==> src/hw/csr_pkg.sv <==
// Shared types and constants for the machine-mode CSR block.
// Holds the CSR address map, trap cause codes, field positions,
// reset values and the packed structs passed between the blocks.
// Every RTL file of the block imports this package.

package csr_pkg;

    localparam int XLEN = 32;

    typedef logic [11:0]     csr_addr_t;
    typedef logic [XLEN-1:0] xlen_t;

    // ------------------------------
    // machine CSR addresses
    // ------------------------------
    localparam csr_addr_t CSR_MSTATUS   = 12'h300;
    localparam csr_addr_t CSR_MISA      = 12'h301;
    localparam csr_addr_t CSR_MIE       = 12'h304;
    localparam csr_addr_t CSR_MTVEC     = 12'h305;
    localparam csr_addr_t CSR_MSCRATCH  = 12'h340;
    localparam csr_addr_t CSR_MEPC      = 12'h341;
    localparam csr_addr_t CSR_MCAUSE    = 12'h342;
    localparam csr_addr_t CSR_MTVAL     = 12'h343;
    localparam csr_addr_t CSR_MIP       = 12'h344;
    localparam csr_addr_t CSR_MVENDORID = 12'hF11;
    localparam csr_addr_t CSR_MARCHID   = 12'hF12;
    localparam csr_addr_t CSR_MIMPID    = 12'hF13;
    localparam csr_addr_t CSR_MHARTID   = 12'hF14;

    // ------------------------------
    // trap cause codes
    // ------------------------------
    // interrupt causes carry the top bit
    localparam xlen_t INTR_BIT  = {1'b1, {(XLEN-1){1'b0}}};
    localparam xlen_t CAUSE_MSI = INTR_BIT | xlen_t'(3);
    localparam xlen_t CAUSE_MTI = INTR_BIT | xlen_t'(7);
    localparam xlen_t CAUSE_MEI = INTR_BIT | xlen_t'(11);

    localparam xlen_t CAUSE_INS_MISALIGNED   = xlen_t'(0);
    localparam xlen_t CAUSE_INS_FAULT        = xlen_t'(1);
    localparam xlen_t CAUSE_ILLEGAL          = xlen_t'(2);
    localparam xlen_t CAUSE_LOAD_MISALIGNED  = xlen_t'(4);
    localparam xlen_t CAUSE_STORE_MISALIGNED = xlen_t'(6);
    localparam xlen_t CAUSE_ECALL_M          = xlen_t'(11);

    // ------------------------------
    // field positions, masks and reset values
    // ------------------------------
    localparam int MSTATUS_MIE    = 3;
    localparam int MSTATUS_MPIE   = 7;
    localparam int MSTATUS_MPP_LO = 11;
    localparam int MSTATUS_MPP_HI = 12;
    localparam int IRQ_MSI        = 3;
    localparam int IRQ_MTI        = 7;
    localparam int IRQ_MEI        = 11;

    // previous mode always reads as machine
    localparam logic [1:0] MSTATUS_MPP_M = 2'b11;
    // mode field values 2 and 3 are reserved, so bit 1 never sticks
    localparam xlen_t MTVEC_WR_MASK = ~xlen_t'(2);
    localparam logic [1:0] EPC_LOB  = 2'b00;

    typedef struct packed {
        logic meip;
        logic mtip;
        logic msip;
    } irq_lines_t;

    typedef struct packed {
        logic ferr;
        logic uerr;
        logic maif;
        logic mala;
        logic masa;
        logic ilgl;
        logic ecall;
    } excp_flags_t;

    typedef struct packed {
        logic             mstatus_mie;
        logic             mstatus_mpie;
        irq_lines_t       mie_en;
        logic [XLEN-3:0]  mtvec_base;
        logic             mtvec_vec;
        xlen_t            mscratch;
        logic [XLEN-3:0]  mepc;
        xlen_t            mcause;
        xlen_t            mtval;
    } csr_state_t;

    typedef struct packed {
        xlen_t cause;
        xlen_t value;
    } trap_info_t;

    // place the three irq bits at their mie/mip positions
    function automatic xlen_t irq_word(irq_lines_t v);
        xlen_t w;
        w          = '0;
        w[IRQ_MSI] = v.msip;
        w[IRQ_MTI] = v.mtip;
        w[IRQ_MEI] = v.meip;
        return w;
    endfunction

endpackage

==> src/hw/irq_ctrl.sv <==
// Machine interrupt masking and cause encoding.
// Raw lines are masked by the mie enables and the global MIE bit;
// the highest priority enabled line gives the interrupt cause.

`timescale 1ns/10ps

module irq_ctrl import csr_pkg::*; (
    input  irq_lines_t irq_i,
    input  csr_state_t state_i,
    output irq_lines_t pending_o,
    output logic       interrupt_o,
    output xlen_t      irq_cause_o
);

    irq_lines_t enabled;

    // mip shows the raw lines, unmasked
    assign pending_o = irq_i;

    assign enabled     = irq_i & state_i.mie_en & {3{state_i.mstatus_mie}};
    assign interrupt_o = |enabled;

    // ------------------------------
    // cause priority encoder
    // ------------------------------
    // external first, then software, then timer
    always_comb begin
        if (enabled.meip) begin
            irq_cause_o = CAUSE_MEI;
        end else if (enabled.msip) begin
            irq_cause_o = CAUSE_MSI;
        end else begin
            // timer, or don't care when nothing is pending
            irq_cause_o = CAUSE_MTI;
        end
    end

endmodule

==> src/hw/excp_encoder.sv <==
// Synchronous exception cause encoder and trap value select.
// Picks one cause from the exception flags by fixed priority and
// chooses the value that goes into mtval on trap entry.

`timescale 1ns/10ps

module excp_encoder import csr_pkg::*; (
    input  excp_flags_t excp_i,
    input  logic        interrupt_i,
    input  xlen_t       excp_pc_i,
    input  xlen_t       excp_ins_i,
    output xlen_t       excp_cause_o,
    output xlen_t       trap_value_o
);

    logic misaligned;
    logic illegal;

    assign misaligned = excp_i.maif | excp_i.mala | excp_i.masa;
    assign illegal    = excp_i.uerr | excp_i.ilgl;

    // ------------------------------
    // cause encoder
    // ------------------------------
    // order matters here
    always_comb begin
        if (excp_i.ferr) begin
            excp_cause_o = CAUSE_INS_FAULT;
        end else if (illegal) begin
            excp_cause_o = CAUSE_ILLEGAL;
        end else if (excp_i.maif) begin
            excp_cause_o = CAUSE_INS_MISALIGNED;
        end else if (excp_i.mala) begin
            excp_cause_o = CAUSE_LOAD_MISALIGNED;
        end else if (excp_i.masa) begin
            excp_cause_o = CAUSE_STORE_MISALIGNED;
        end else begin
            // only reached for ecall with no other fault
            excp_cause_o = CAUSE_ECALL_M;
        end
    end

    // ------------------------------
    // trap value select
    // ------------------------------
    always_comb begin
        if (interrupt_i) begin
            trap_value_o = '0;
        end else if (misaligned) begin
            trap_value_o = excp_pc_i;
        end else if (illegal) begin
            trap_value_o = excp_ins_i;
        end else begin
            trap_value_o = '0;
        end
    end

endmodule

==> src/hw/trap_vector.sv <==
// Trap decision and trap entry address.
// A trap is taken when the stage is valid and either an interrupt
// is enabled or any exception flag is set. Interrupts win over
// exceptions for the cause. The entry address is the mtvec base,
// offset by four times the cause code for vectored interrupts.

`timescale 1ns/10ps

module trap_vector import csr_pkg::*; (
    input  logic        ex_valid_i,
    input  excp_flags_t excp_i,
    input  logic        interrupt_i,
    input  xlen_t       irq_cause_i,
    input  xlen_t       excp_cause_i,
    input  xlen_t       trap_value_i,
    input  csr_state_t  state_i,
    output logic        trap_take_o,
    output trap_info_t  trap_o,
    output xlen_t       entry_addr_o
);

    xlen_t            trap_cause;
    logic [XLEN-3:0]  vec_base;

    assign trap_take_o = ex_valid_i & (interrupt_i | (|excp_i));

    // ------------------------------
    // cause select
    // ------------------------------
    always_comb begin
        if (interrupt_i) begin
            trap_cause = irq_cause_i;
        end else begin
            trap_cause = excp_cause_i;
        end
    end

    assign trap_o.cause = trap_cause;
    assign trap_o.value = trap_value_i;

    // ------------------------------
    // entry address
    // ------------------------------
    // word offset is the cause code without the interrupt bit
    assign vec_base = state_i.mtvec_base + irq_cause_i[XLEN-3:0];

    always_comb begin
        if (interrupt_i && state_i.mtvec_vec) begin
            entry_addr_o = {vec_base, 2'b00};
        end else begin
            entry_addr_o = {state_i.mtvec_base, 2'b00};
        end
    end

endmodule

==> src/hw/csr_regs.sv <==
// Machine CSR state registers.
// Applies trap entry, mret and CSR writes on enabled clock edges,
// in that priority order. Nothing changes while exs_en_i is low.
// The full state leaves as one packed struct.

`timescale 1ns/10ps

module csr_regs import csr_pkg::*; #(
    parameter xlen_t RESET_VECTOR = 32'h0000_0000
) (
    input  logic       clk_i,
    input  logic       reset_i,
    input  logic       exs_en_i,
    input  logic       trap_take_i,
    input  trap_info_t trap_i,
    input  xlen_t      excp_pc_i,
    input  logic       trap_rtn_i,
    input  logic       wr_i,
    input  csr_addr_t  wr_addr_i,
    input  xlen_t      wr_data_i,
    output csr_state_t state_o
);

    csr_state_t state_q;
    xlen_t      mtvec_wr;

    assign mtvec_wr = wr_data_i & MTVEC_WR_MASK;

    // ------------------------------
    // state update
    // ------------------------------
    always_ff @(posedge clk_i) begin
        if (reset_i) begin
            state_q.mstatus_mie  <= 1'b0;
            state_q.mstatus_mpie <= 1'b0;
            state_q.mie_en       <= '0;
            // direct mode out of reset
            state_q.mtvec_base   <= RESET_VECTOR[XLEN-1:2];
            state_q.mtvec_vec    <= 1'b0;
        end else if (exs_en_i) begin
            if (trap_take_i) begin
                // trap entry overrides mret and any write
                state_q.mstatus_mpie <= state_q.mstatus_mie;
                state_q.mstatus_mie  <= 1'b0;
                state_q.mepc         <= excp_pc_i[XLEN-1:2];
                state_q.mcause       <= trap_i.cause;
                state_q.mtval        <= trap_i.value;
            end else if (trap_rtn_i) begin
                // mret
                state_q.mstatus_mie  <= state_q.mstatus_mpie;
                state_q.mstatus_mpie <= 1'b1;
            end else if (wr_i) begin
                case (wr_addr_i)
                    CSR_MSTATUS: begin
                        state_q.mstatus_mie  <= wr_data_i[MSTATUS_MIE];
                        state_q.mstatus_mpie <= wr_data_i[MSTATUS_MPIE];
                    end
                    CSR_MIE: begin
                        state_q.mie_en.meip <= wr_data_i[IRQ_MEI];
                        state_q.mie_en.mtip <= wr_data_i[IRQ_MTI];
                        state_q.mie_en.msip <= wr_data_i[IRQ_MSI];
                    end
                    CSR_MTVEC: begin
                        state_q.mtvec_base <= mtvec_wr[XLEN-1:2];
                        state_q.mtvec_vec  <= mtvec_wr[0];
                    end
                    CSR_MSCRATCH: begin
                        state_q.mscratch <= wr_data_i;
                    end
                    CSR_MEPC: begin
                        state_q.mepc <= wr_data_i[XLEN-1:2];
                    end
                    CSR_MCAUSE: begin
                        state_q.mcause <= wr_data_i;
                    end
                    CSR_MTVAL: begin
                        state_q.mtval <= wr_data_i;
                    end
                    default: begin
                        // mip, misa, ID registers and unknown
                        // addresses drop the write
                    end
                endcase
            end
        end
    end

    assign state_o = state_q;

endmodule

==> src/hw/csr_read.sv <==
// CSR read port.
// Decodes the address into read data and flags, and registers all
// three on access_i while the stage is enabled. Outputs hold until
// the next access and are cleared by reset.

`timescale 1ns/10ps

module csr_read import csr_pkg::*; #(
    parameter xlen_t HART_ID = 32'h0000_0000
) (
    input  logic       clk_i,
    input  logic       reset_i,
    input  logic       exs_en_i,
    input  logic       access_i,
    input  csr_addr_t  addr_i,
    input  csr_state_t state_i,
    input  irq_lines_t pending_i,
    output xlen_t      rd_data_o,
    output logic       bad_csr_addr_o,
    output logic       readonly_csr_o
);

    xlen_t rd_data;
    logic  rd_invalid;
    logic  rd_readonly;

    // ------------------------------
    // read decode
    // ------------------------------
    always_comb begin
        rd_data    = '0;
        rd_invalid = 1'b0;
        case (addr_i)
            CSR_MSTATUS: begin
                rd_data[MSTATUS_MIE]                   = state_i.mstatus_mie;
                rd_data[MSTATUS_MPIE]                  = state_i.mstatus_mpie;
                rd_data[MSTATUS_MPP_HI:MSTATUS_MPP_LO] = MSTATUS_MPP_M;
            end
            CSR_MIE:       rd_data = irq_word(state_i.mie_en);
            CSR_MTVEC:     rd_data = {state_i.mtvec_base, 1'b0, state_i.mtvec_vec};
            CSR_MSCRATCH:  rd_data = state_i.mscratch;
            CSR_MEPC:      rd_data = {state_i.mepc, EPC_LOB};
            CSR_MCAUSE:    rd_data = state_i.mcause;
            CSR_MTVAL:     rd_data = state_i.mtval;
            CSR_MIP:       rd_data = irq_word(pending_i);
            CSR_MHARTID:   rd_data = HART_ID;
            // implemented but read as zero
            CSR_MISA, CSR_MVENDORID, CSR_MARCHID, CSR_MIMPID: begin
                rd_data = '0;
            end
            default: begin
                rd_invalid = 1'b1;
            end
        endcase
    end

    // top two address bits set means read-only space
    assign rd_readonly = &addr_i[11:10];

    // ------------------------------
    // output registers
    // ------------------------------
    always_ff @(posedge clk_i) begin
        if (reset_i) begin
            rd_data_o      <= '0;
            bad_csr_addr_o <= 1'b0;
            readonly_csr_o <= 1'b0;
        end else if (exs_en_i && access_i) begin
            rd_data_o      <= rd_data;
            bad_csr_addr_o <= rd_invalid;
            readonly_csr_o <= rd_readonly;
        end
    end

endmodule

==> src/hw/csr_file.sv <==
// Top level of the machine-mode CSR block.
// Connects the register state, read port, interrupt control,
// exception encoder and trap vector logic. RESET_VECTOR sets the
// reset mtvec base and HART_ID the value read from mhartid.

`timescale 1ns/10ps

module csr_file import csr_pkg::*; #(
    parameter xlen_t RESET_VECTOR = 32'h0000_0000,
    parameter xlen_t HART_ID      = 32'h0000_0000
) (
    input  logic        clk_i,
    input  logic        reset_i,
    input  logic        exs_en_i,
    // read port
    input  logic        access_i,
    input  csr_addr_t   addr_i,
    output xlen_t       rd_data_o,
    output logic        bad_csr_addr_o,
    output logic        readonly_csr_o,
    // write port
    input  logic        wr_i,
    input  csr_addr_t   wr_addr_i,
    input  xlen_t       wr_data_i,
    // trap interface
    input  logic        ex_valid_i,
    input  irq_lines_t  irq_i,
    input  excp_flags_t excp_i,
    input  xlen_t       excp_pc_i,
    input  xlen_t       excp_ins_i,
    input  logic        trap_rtn_i,
    output logic        interrupt_o,
    output logic        jump_to_trap_o,
    output xlen_t       trap_entry_addr_o,
    output xlen_t       trap_rtn_addr_o,
    output xlen_t       trap_cause_o
);

    csr_state_t state;
    irq_lines_t pending;
    xlen_t      irq_cause;
    xlen_t      excp_cause;
    xlen_t      trap_value;
    logic       trap_take;
    trap_info_t trap;

    assign jump_to_trap_o  = trap_take;
    assign trap_cause_o    = trap.cause;
    assign trap_rtn_addr_o = {state.mepc, EPC_LOB};

    csr_regs #(
        .RESET_VECTOR(RESET_VECTOR)
    ) csr_regs_inst (
        .clk_i      (clk_i),
        .reset_i    (reset_i),
        .exs_en_i   (exs_en_i),
        .trap_take_i(trap_take),
        .trap_i     (trap),
        .excp_pc_i  (excp_pc_i),
        .trap_rtn_i (trap_rtn_i),
        .wr_i       (wr_i),
        .wr_addr_i  (wr_addr_i),
        .wr_data_i  (wr_data_i),
        .state_o    (state)
    );

    csr_read #(
        .HART_ID(HART_ID)
    ) csr_read_inst (
        .clk_i         (clk_i),
        .reset_i       (reset_i),
        .exs_en_i      (exs_en_i),
        .access_i      (access_i),
        .addr_i        (addr_i),
        .state_i       (state),
        .pending_i     (pending),
        .rd_data_o     (rd_data_o),
        .bad_csr_addr_o(bad_csr_addr_o),
        .readonly_csr_o(readonly_csr_o)
    );

    irq_ctrl irq_ctrl_inst (
        .irq_i      (irq_i),
        .state_i    (state),
        .pending_o  (pending),
        .interrupt_o(interrupt_o),
        .irq_cause_o(irq_cause)
    );

    excp_encoder excp_encoder_inst (
        .excp_i      (excp_i),
        .interrupt_i (interrupt_o),
        .excp_pc_i   (excp_pc_i),
        .excp_ins_i  (excp_ins_i),
        .excp_cause_o(excp_cause),
        .trap_value_o(trap_value)
    );

    trap_vector trap_vector_inst (
        .ex_valid_i  (ex_valid_i),
        .excp_i      (excp_i),
        .interrupt_i (interrupt_o),
        .irq_cause_i (irq_cause),
        .excp_cause_i(excp_cause),
        .trap_value_i(trap_value),
        .state_i     (state),
        .trap_take_o (trap_take),
        .trap_o      (trap),
        .entry_addr_o(trap_entry_addr_o)
    );

endmodule

==> config.mk <==
export PLATFORM = sky130hd
export DESIGN_NAME = csr_file
export DESIGN_NICKNAME = d
export VERILOG_FILES = /design/src/hw/csr_pkg.sv /design/src/hw/irq_ctrl.sv /design/src/hw/excp_encoder.sv /design/src/hw/trap_vector.sv /design/src/hw/csr_regs.sv /design/src/hw/csr_read.sv /design/src/hw/csr_file.sv
export SDC_FILE = /design/constraint.sdc
export NUM_CORES = 1
export LEC_CHECK = 0
export ABC_AREA = 1
export BUFFER_PORTS_ARGS = -buffer_cell sky130_fd_sc_hd__buf_4
export CORE_MARGIN = 4
export CORE_UTILIZATION = 54
export CTS_CLUSTER_SIZE = 40
export DETAILED_ROUTE_END_ITERATION = 7
export PLACE_DENSITY = 0.85
export SLEW_MARGIN = 10
export SYNTH_ARGS = -nofsm -noshare
export SYNTH_HDL_FRONTEND = slang
export SYNTH_SLANG_ARGS = --single-unit
==> constraint.sdc <==
create_clock -name clk_i -period 5.2 [get_ports clk_i]
set_input_delay 1.04 -clock clk_i [delete_from_list [all_inputs] [get_ports clk_i]]
set_output_delay 1.04 -clock clk_i [all_outputs]
set_load 0.03 [all_outputs]
After elaboration in Yosys (flattened, before gate mapping)
Index checks and enable logic that the tools add are counted.
- flip-flop bits (word level): 196
- input bits: 137
- add/sub/neg operators: 1
- mux-type cells: 32
- bitwise logic cells: 10
- equal/unequal tests: 21
- reduce and logical (&&, ||, !) cells: 19
- operator list (operator ; number):
    $mux 32 ; 13
    $eq 12x10->1 const B ; 16
    $mux 94 ; 2
    $mux 162 ; 1
    $pmux 19 s5 ; 1
    $eq 12x12->1 const B ; 4
    $pmux 3 s5 ; 3
    $mux 31 ; 1
    $add 30x30->30 ; 1
    $mux 30 ; 1
    $reduce_and 5->1 ; 5
    $pmux 1 s8 ; 2
    $pmux 2 s8 ; 1
    $reduce_or 13->1 ; 1
    $reduce_bool 2->1 ; 4
    $reduce_or 7->1 ; 1
    $and 3x3->3 ; 2
    $mux 2 ; 3
    $mux 3 ; 2
    $reduce_and 6->1 ; 1
    $reduce_bool 3->1 ; 2
    $mux 4 ; 1
    $or 1x1->1 ; 4
    $not 1->1 ; 3
    7 further kinds ; 8

Logic depth before layout (Yosys ltp)
Gate-level depths: netlist of run 1.
- word-level depth: 7
- depth in mapped cells: 13

Modules after synthesis
From an unflattened synthesis of run 1, not the netlist that was laid out.
- cells, all modules: 1979
- area total of the unflattened synthesis: 13485.4 um2
- modules (own cells, without submodules) (module ; cells each ; instances ; area each (um2) ; seq. area each (um2)):
    csr_regs ; 576 ; 1 ; 6197.2 ; 4504.3
    trap_vector ; 660 ; 1 ; 3129.3 ; 0.0
    csr_read ; 480 ; 1 ; 2820.2 ; 680.7
    excp_encoder ; 218 ; 1 ; 1033.5 ; 0.0
    irq_ctrl ; 42 ; 1 ; 286.5 ; 0.0
    csr_file ; 3 ; 1 ; 18.8 ; 0.0

Least setup slack after synthesis of run 1
No wires, ideal clock.
- path type: input-to-reg
- start: input irq_i[1] (netlist name)
- end: register csr_regs_inst.state_q, in the netlist csr_regs_inst.state_o[100] (enable)
- path buffers: 2
- cell stages on the path: 9
- data required time: 4.739 ns
- arrival: 4.233 ns
- slack: 0.506 ns
- cell sequence: nand3_1 -> nand2_1 -> nor2_4 -> nand2_1 -> nand2_4 -> inv_2 -> buf_2 -> buf_2 -> nor3_1
- cells in the longest elaborated chain, start to end: 7
- RTL lines (item ; RTL line ; source):
    from (decl) ; csr_file.sv:27 ; input irq_lines_t irq_i,
    $and 3x3->3 (2 in a row) ; irq_ctrl.sv:20 ; assign enabled = irq_i & state_i.mie_en & {3{state_i.mstatus_mie}};
    $reduce_or 3->1 ; irq_ctrl.sv:21 ; assign interrupt_o = |enabled;
    $or 1x1->1 ; trap_vector.sv:25 ; assign trap_take_o = ex_valid_i & (interrupt_i | (|excp_i));
    $and 1x1->1 ; trap_vector.sv:25 ;
    named net jump_to_trap_o ; csr_file.sv:33 ; output logic jump_to_trap_o,
    $not 1->1 (no source line) ; - ;
    $reduce_and 6->1 (no source line) ; - ;
    to (decl) ; csr_regs.sv:24 ; csr_state_t state_q;
The timed path passes the listed nets, and every way through them passes these cells.
A chain may end at the register's enable or synchronous reset.

Final worst setup path of run 1
- start: input irq_i[2] (netlist name)
- end: output trap_entry_addr_o[22]
- cells in the longest elaborated chain, start to end: 5
- elaborated cells on any way between the ends: 7
- those cells by class: 1 x add/sub; 2 x mux; 2 x bitwise; 2 x reduce/logical
- RTL lines (item ; RTL line ; source):
    $and 3x3->3 * (2 in a row) ; irq_ctrl.sv:20 ;
    $mux 32 or $reduce_or 3->1 (tied branches) ; irq_ctrl.sv:28, irq_ctrl.sv:21 ;
    $add 30x30->30 or $logic_and 1x1->1 (tied branches) ; trap_vector.sv:45, trap_vector.sv:48 ;
    $mux 32 * ; trap_vector.sv:48 ; if (interrupt_i && state_i.mtvec_vec) begin
    to (decl) ; csr_file.sv:34 ; output xlen_t trap_entry_addr_o,
Every way passes the cells marked *; elsewhere a longest branch is shown, timed or not.

==> results of run 1 <==
==> where the power goes <==
group	internal (mW)	switching (mW)
logic	0.160	0.276
registers	1.71	0.0248
clock network	0.669	0.628
total	2.54	0.929
==> layer usage <==
layer  vias up  track usage
li1       4872            -
met1      4828        0.456
met2       767        0.508
met3       110       0.0630
met4         2        0.123
met5         -            0
==> registers in the layout, indices dropped and copies added, names as in the netlist <==
register and flops:
csr_read_inst.bad_csr_addr_o 1, csr_read_inst.rd_data_o 32, csr_read_inst.readonly_csr_o 1, csr_regs_inst.state_o 162
==> tightest hold or removal path, stage by stage (launching register included) <==
cell and delay, ns:
dfxtp_1 0.32, nand2_1 0.06, a21oi_1 0.05
==> cell families after synthesis <==
family                   share of synthesized area
adder cells (fa/ha/maj)                    0.00346
buffers and inverters                        0.125
AO/OA/AOI/OAI                                0.142
flip-flops                                   0.478
other                                     0.000346
XOR/XNOR                                    0.0170
AND/OR/NAND/NOR                              0.234
==> synth_stat cells (2+ instances only) <==
cell type / count
inv_2: 3
o32ai_1: 4
a31o_2: 26
inv_1: 149
nor4_1: 2
buf_4: 68
o21ai_1: 20
nand2_2: 2
dfxtp_1: 70
buf_2: 18
xor2_1: 19
nor3_1: 41
o22ai_1: 26
nor2_2: 6
ha_1: 3
nand4_1: 14
o2111ai_1: 2
nand2_1: 231
nor2_1: 154
clkbuf_1: 40
a21oi_1: 54
buf_6: 2
edfxtp_1: 126
xnor2_1: 2
nor2_4: 2
o21ai_0: 141
nand3_1: 128
==> through the flow <==
stage	utilization	worst slack, ns
final	0.666	0.850
after global routing	0.666	0.628
after CTS	0.666	0.886
after detailed placement	0.637	0.888
after global placement	0.637	0.923
after floorplan	-	0.506
==> area by class of cell <==
class | instances | share of cell area
clock buffers | 19 | 0.0356
inverters | 153 | 0.0440
repair buffers | 257 | 0.149
flip-flops and latches | 196 | 0.397
well taps | 265 | 0.0254
clock inverters | 13 | 0.00815
diodes | 1 | 0.000192
multi-input cells | 919 | 0.341
==> final timing paths <==
path	end	slack, ns	depth (start not counted)
worst min register to register	csr_read_inst.rd_data_o[3]	0.47	2
worst min-delay path	csr_read_inst.rd_data_o[3]	0.47	2
worst max-delay path	trap_entry_addr_o[22]	0.85	15
worst max register to register	csr_regs_inst.state_o[66]	1.84	9
==> metrics.yaml, run 1 <==
sta:
  finalHoldViolCount: 0
  fin_crit_sh: 0.837
  slew_headroom: 0.307
  fin_skew_ns: 0.00899
  rsz0062_at_grt: "false"
  setup_viol: 0
  fin_setup_tns_ns: 0
  fmax_ghz: 0.230
  fin_crit_ns: 4.35
  slew_violations: 0
  hold_ws_ns: 0.472
  worst_slew_pin_slew_ns: 1.03
routing:
  via_per_inst: 5.80
  detail_route.wirelength_um: 37200
  detail_route.wl_per_cell_um: 20.4
  highest_layer: "met5"
  routed-wl-met3_um: 4590
  vias: 10600
  wl_met2_um: 16900
  ant_nets: 0
  remaining_drc_errors: 0
  drt_iter0_drc: 1220
  m1WireLength_um: 14400
  drtPass1Iterations: 6
cells_and_area:
  regArea_um2: 5180
  drive_above_1_share: 0.217
  stdcell_count: 1823
  nets: 1684
  final_common_cell: "buf_4"
  final.fill_count: 1686
  area_growth_pct: 20.4
  mostFrequentLayoutCells: "buf_4, nand2_1, nor2_1"
  final_area_um2: 13100
  multi_input_area_um2: 4450
grt:
  grt_pass1_wl_um: 55700
  grtUsageTotal: 0.326
  grt_max_degree: 63
  grt_pass1_vias: 9907
  overflow: 0
  antenna_found_initial: 2
worst_setup_path:
  cp_slowest_stage_delay_ns: 0.35
  reg2reg_from: "csr_regs_inst.state_o[161]"
  worstSetupPathType: "primary input to output pin"
  startpoint: "irq_i[2]"
  cp_common_cell: "nand2_1"
  path_max_fanout: 4
  critPathLaunchType: "primary input"
  cp_slowest_cell: "ha_1"
  worst-path-buf-inv: 3
  arrival_ns: 3.31
  crit_family: "simple AND/OR/NAND/NOR gates"
  crit_chain: "buf_4, nand3_1, nand2_1, inv_2, ha_1, nand2_1, o21ai_0, nand2_1, nor2_2, nand3_1, nor2_1, nand2_1, nand2_1, nand2_1, buf_4"
  required_ns: 4.16
  critPathCaptureType: "output pin"
clock_network:
  worstSkewPairLatency_ns: 0.44
  cts_hold_buf: 0
  clockBufferDepth: 2
  cts_setup_buffers: 0
  cts_tree: "built"
  clkSinkCount: 196
  post_cts_resized: 0
  cts.clk_slew.worst_paths_ns: 0.08
  clockRootBuffer: "clkbuf_16"
  cts_buffers: 17
  h-tree-depth: 4
floorplan:
  core_area_um2: 19600
  ioPinCount: 269
  rows: 51
  die-height_um: 150
  die_area_um2: 22400
  initial_core_util: 0.553
  fp.dieW_um: 150
placement:
  hpwlAfterDp_um: 26500
  dpl_cell_area_um2: 12500
  dp.cells: 1790
  place_congestion: 0.998
  io_buffers: 237
run_status:
  status: "completed"
power:
  fin_total_pwr_mw: 3.47
  p_per_area_nw_per_um2: 266
  ir_worst_vdd_mv: 0.282
  p_leak_nw: 5.62
synth:
  ys_seq_elements: 196
  yosysTopAreaCell: "edfxtp_1"
  ys_types: 41
  syn_avg_cell_area_um2: 7.93
  yosys_warnings: 0
  synthesis.area_um2: 10800
  synthesis.instances: 1367
  yosys-top-cells-area: "edfxtp_1, dfxtp_1, nand2_1"
  synth.top_cell.area_share: 0.349
  async_flop_share: 0
  synth_edf_count: 126
  yosysSeqAreaShare: 0.478
  synth-main-ff-cell: "edfxtp_1"
worst_hold_path:
  hp-class: "flop to flop"
  min_from: "csr_read_inst.rd_data_o[3]"
flow_run:
  max_cap_viol_count: 0
Power figures use the tool's default switching activity.
==> inputs of run 2 (changes only) <==
ABC_AREA = 0   (was 1)
CORE_UTILIZATION = 53   (was 54)
PLACE_DENSITY = 0.84   (was 0.85)
clock period = 4.2 ns   (was 5.2 ns; I/O delays follow)
==> metrics.yaml, run 2 <==
worst_setup_path:
  required_ns: 3.36
  cp_slowest_stage_delay_ns: 0.42
  cp_common_cell: "buf_4"
  worstSetupPathType: "primary input to output pin"
  path_max_fanout: 4
  ff2ff_setup_slack_ns: 1.39
  critPathLaunchType: "primary input"
  cp_slowest_cell: "a2111oi_0"
  critPathCaptureType: "output pin"
  crit_chain: "buf_4, a22oi_1, nor2_1, inv_1, ha_1, nor2b_1, o21ai_0, buf_4, a2111oi_0, buf_4, nand2_1, xnor2_1, buf_4"
  arrival_ns: 3.11
  crit_family: "buffers and inverters"
  worst-path-buf-inv: 5
floorplan:
  core_area_um2: 18700
  initial_core_util: 0.540
  ioPinCount: 269
  fp.dieW_um: 146
  die-height_um: 146
  die_area_um2: 21300
  rows: 50
synth:
  synthesis.instances: 906
  ys_types: 69
  yosysSeqAreaShare: 0.513
  synthesis.area_um2: 10100
  synth_edf_count: 126
  yosys_warnings: 0
  synth_most_common_cell: "edfxtp_1"
  yosys-top-cells-area: "edfxtp_1, dfxtp_1, mux2i_1"
  syn_avg_cell_area_um2: 11.1
  yosysTopAreaCell: "edfxtp_1"
  async_flop_share: 0
  ys_seq_elements: 196
  yosys-top-cells-count: "edfxtp_1, nor2_1, dfxtp_1, mux2i_1, buf_4"
  synth-main-ff-cell: "edfxtp_1"
  synth.top_cell.area_share: 0.375
cells_and_area:
  final_common_cell: "buf_4"
  area_growth_pct: 22.7
  drive_above_1_share: 0.310
  final_area_um2: 12400
  nets: 1240
  diodes: 0
  largest_reg_flops: 162
  mostFrequentLayoutCells: "buf_4, edfxtp_1, nor2_1"
sta:
  fmax_ghz: 0.253
  fin_setup_tns_ns: 0
  fin_crit_ns: 3.95
  setup_viol: 0
  worst_slew_pin_slew_ns: 1.27
  finalHoldViolCount: 0
  rsz0062_at_grt: "false"
  setup_slack_ns: 0.246
  fin_skew_ns: 0.0130
  slew_headroom: 0.151
  hold_ws_ns: 0.461
  fin_crit_sh: 0.941
  slew_violations: 0
clock_network:
  clockBufferDepth: 2
  h-tree-depth: 4
  post_cts_resized: 0
  cts_hold_buf: 0
  cts.clk_slew.worst_paths_ns: 0.07
  cts_tree: "built"
  worstSkewPairLatency_ns: 0.43
  clkSinkCount: 196
  cts_setup_buffers: 0
  clockRootBuffer: "clkbuf_16"
  cts_buffers: 17
routing:
  detail_route.wirelength_um: 30400
  drtPass1Iterations: 5
  detail_route.wl_per_cell_um: 22.6
  drt_iter0_drc: 665
  remaining_drc_errors: 0
  ant_nets: 0
  via_per_inst: 6.05
  vias: 8150
power:
  p_per_area_nw_per_um2: 350
  ir_worst_vdd_mv: 0.270
  fin_total_pwr_mw: 4.33
  p_leak_nw: 4.71
grt:
  antenna_found_initial: 0
  grt_max_degree: 70
  grt_pass1_vias: 8302
  grt_pass1_wl_um: 45900
  overflow: 0
  grtUsageTotal: 0.275
placement:
  place_congestion: 0.926
  pre_cts_slack_ns: 0.290
  io_buffers: 237
  hpwlAfterDp_um: 20400
  dpl_cell_area_um2: 11800
flow_run:
  max_cap_viol_count: 0
worst_hold_path:
  hp-class: "flop to flop"
run_status:
  status: "completed"
## run 2: cell count changes in the layout (fill, tap and decap cells not counted), moves of 32 or more
cell | before | now
inv_1 | 149 | 9
a21o_1 | 0 | 32
nor2_1 | 151 | 80
nand2_1 | 230 | 46
mux2i_1 | 0 | 65
a21oi_1 | 53 | 14
nor3_1 | 40 | 8
nand3_1 | 128 | 28
o21ai_0 | 141 | 18
## run 2: power breakdown
part | switching, mW | internal [mW]
Combinational | 0.320 | 0.218
Clock | 0.751 | 0.894
Sequential | 0.0290 | 2.12
Total | 1.10 | 3.23
## run 2: per-stage QoR
stage / cells / utilization
floorplan: 936 / -
global placement: 1315 / 0.631
detailed placement: 1315 / 0.631
CTS: 1347 / 0.663
global route: 1347 / 0.663
finish: 1347 / 0.663
## run 2: cell type report
cell class,count,area [um^2]
multi-input combinational,613,4300
fill,1445,6310
clock inverter,15,169
clock buffer,17,425
tap,234,293
inverter,9,33.8
timing repair buffer,263,1990
sequential,196,5180
## run 2: kinds of logic after synthesis
| group | synth area share |
|---|---|
| XOR/XNOR | 0.0251 |
| AND/OR/NAND/NOR | 0.132 |
| multiplexers | 0.0979 |
| buffers and inverters | 0.0774 |
| AO/OA/AOI/OAI | 0.150 |
| adder cells (fa/ha/maj) | 0.00372 |
| other | 0.000371 |
| flip-flops | 0.513 |
## run 2: final timing paths
| path | startpoint | endpoint | depth (start not counted) |
|---|---|---|---|
| max | irq_i[0] | trap_entry_addr_o[28] | 13 |
| min | csr_read_inst.bad_csr_addr_o | csr_read_inst.bad_csr_addr_o | 2 |
| max reg2reg | csr_regs_inst.state_o[159] | csr_regs_inst.state_o[0] | 8 |
| min reg2reg | csr_read_inst.bad_csr_addr_o | csr_read_inst.bad_csr_addr_o | 2 |
## run 2: metal layers
| layer | vias to the layer above | part of all wire | GRT usage |
|---|---|---|---|
| met2 | 486 | 0.49 | 0.462 |
| met4 | 0 | 0.029 | 0.109 |
| met5 | - | 0 | 0 |
| li1 | 3671 | - | - |
| met3 | 75 | 0.10 | 0.0574 |
| met1 | 3918 | 0.38 | 0.351 |
## run 2: tightest hold or removal path, stage by stage, from the launching register on
cell     delay [ns]
dfxtp_1        0.31
nand2_1        0.05
a21oi_1        0.05
==> inputs of run 3 (changes only) <==
CORE_UTILIZATION = 55   (was 53)
CTS_BUF_LIST = sky130_fd_sc_hd__clkbuf_4   (was unset)
PLACE_DENSITY = 0.87   (was 0.84)
==> metrics.yaml, run 3 (synthesized netlist as in run 2, its figures left out) <==
routing:
  detail_route.wirelength_um: 30400
  drtPass1Iterations: 5
  ant_nets: 0
  via_per_inst: 6.12
  remaining_drc_errors: 0
  drt_iter0_drc: 680
  vias: 8195
  detail_route.wl_per_cell_um: 22.7
cells_and_area:
  final_area_um2: 12100
  mostFrequentLayoutCells: "buf_4, edfxtp_1, nor2_1"
  drive_above_1_share: 0.311
  final_common_cell: "buf_4"
  area_growth_pct: 19.9
  fin_util: 0.672
  nets: 1236
  largest_reg_flops: 162
placement:
  place_congestion: 0.920
  dpl_cell_area_um2: 11800
  io_buffers: 237
  pre_cts_slack_ns: 0.261
  hpwlAfterDp_um: 20200
worst_setup_path:
  path_max_fanout: 7
  critPathCaptureType: "output pin"
  worstSetupPathType: "flop to output pin"
  required_ns: 3.36
  arrival_ns: 3.13
  critPathLaunchType: "flop"
grt:
  overflow: 0
  grt_max_degree: 70
  antenna_found_initial: 1
  grt_pass1_wl_um: 44900
  grtUsageTotal: 0.290
  grt_pass1_vias: 8114
sta:
  setup_viol: 0
  worst_slew_pin_slew_ns: 0.904
  slew_headroom: 0.398
  fin_setup_tns_ns: 0
  fin_crit_ns: 3.97
  fin_skew_ns: 0.0206
  finalHoldViolCount: 0
  setup_slack_ns: 0.232
  fin_crit_sh: 0.945
  slew_violations: 0
  fmax_ghz: 0.252
power:
  p_per_area_nw_per_um2: 308
  pwr-share-seq: 0.576
  power_frac_clock: 0.279
  internal_power_mw: 2.71
  ir_worst_vdd_mv: 0.166
  netSwitchingFraction: 0.273
  p_leak_nw: 4.57
  combPwrFrac: 0.145
  fin_total_pwr_mw: 3.72
  switchingPower_mw: 1.02
floorplan:
  fp.dieW_um: 144
  die_area_um2: 20600
  initial_core_util: 0.560
  rows: 49
  core_area_um2: 18000
  ioPinCount: 269
  die-height_um: 144
clock_network:
  clockRootBuffer: "clkbuf_4"
  cts_hold_buf: 0
  cts_tree: "built"
  clkSinkCount: 196
  post_cts_resized: 0
  cts_buffers: 17
  cts_setup_buffers: 0
  worstSkewPairLatency_ns: 0.58
  cts.clk_slew.worst_paths_ns: 0.17
  clockBufferDepth: 2
  h-tree-depth: 4
flow_run:
  max_cap_viol_count: 0
worst_hold_path:
  hp-class: "primary input to flop"
run_status:
  status: "completed"
[run 3: critical path, cell delays in order, from the launching register on]
cell and delay (ns):
dfxtp_2 0.41, inv_1 0.14, nor2_2 0.19, inv_1 0.06, ha_1 0.35, a31oi_1 0.19
nor2_1 0.64, nand3_1 0.18, xnor2_1 0.19, buf_4 0.18
[run 3: metal layers]
metal | wire, um | GRT usage | vias to the layer above | share of wire
met5 | 0 | 0 | - | 0
met4 | 800 | 0.113 | 0 | 0.026
met3 | 3170 | 0.0692 | 64 | 0.10
met2 | 14900 | 0.488 | 482 | 0.49
met1 | 11500 | 0.363 | 3963 | 0.38
li1 | - | - | 3686 | -
[run 3: path summary, 6_finish.rpt]
check / from / end / slack (ns) / depth (start not counted)
worst max-delay path: csr_regs_inst.state_o[161] / trap_entry_addr_o[19] / 0.23 / 9
worst min-delay path: wr_data_i[14] / csr_regs_inst.state_o[108] / 0.43 / 1
worst max register to register: csr_regs_inst.state_o[157] / csr_regs_inst.state_o[28] / 1.51 / 6
worst min register to register: csr_read_inst.bad_csr_addr_o / csr_read_inst.bad_csr_addr_o / 0.47 / 2
[run 3: through the flow]
step / hold slack [ns] / std cells
2_1_floorplan: 0.475 / 936
6_report: 0.432 / 1339
3_5_place_dp: 0.448 / 1306
3_3_place_gp: 0.439 / 1306
5_1_grt: 0.383 / 1339
4_1_cts: 0.389 / 1338
[run 3: cell type report]
| type | instances | area [um^2] |
|---|---|---|
| well taps | 229 | 287 |
| flip-flops and latches | 196 | 5190 |
| clock buffers | 18 | 135 |
| fillers | 1407 | 5920 |
| diodes | 1 | 2.50 |
| inverters | 9 | 33.8 |
| repair buffers | 259 | 1990 |
| multi-input cells | 613 | 4310 |
| clock inverters | 14 | 155 |
[run 3: power by group through the flow]
stage	combinational, mW	clock [mW]	sequential, mW
finish	0.540	1.04	2.15
global route	0.576	1.12	2.15
CTS	0.538	1.05	2.15
detailed placement	0.538	0	2.19
global placement	0.527	0	2.19
floorplan	0.308	0	2.21
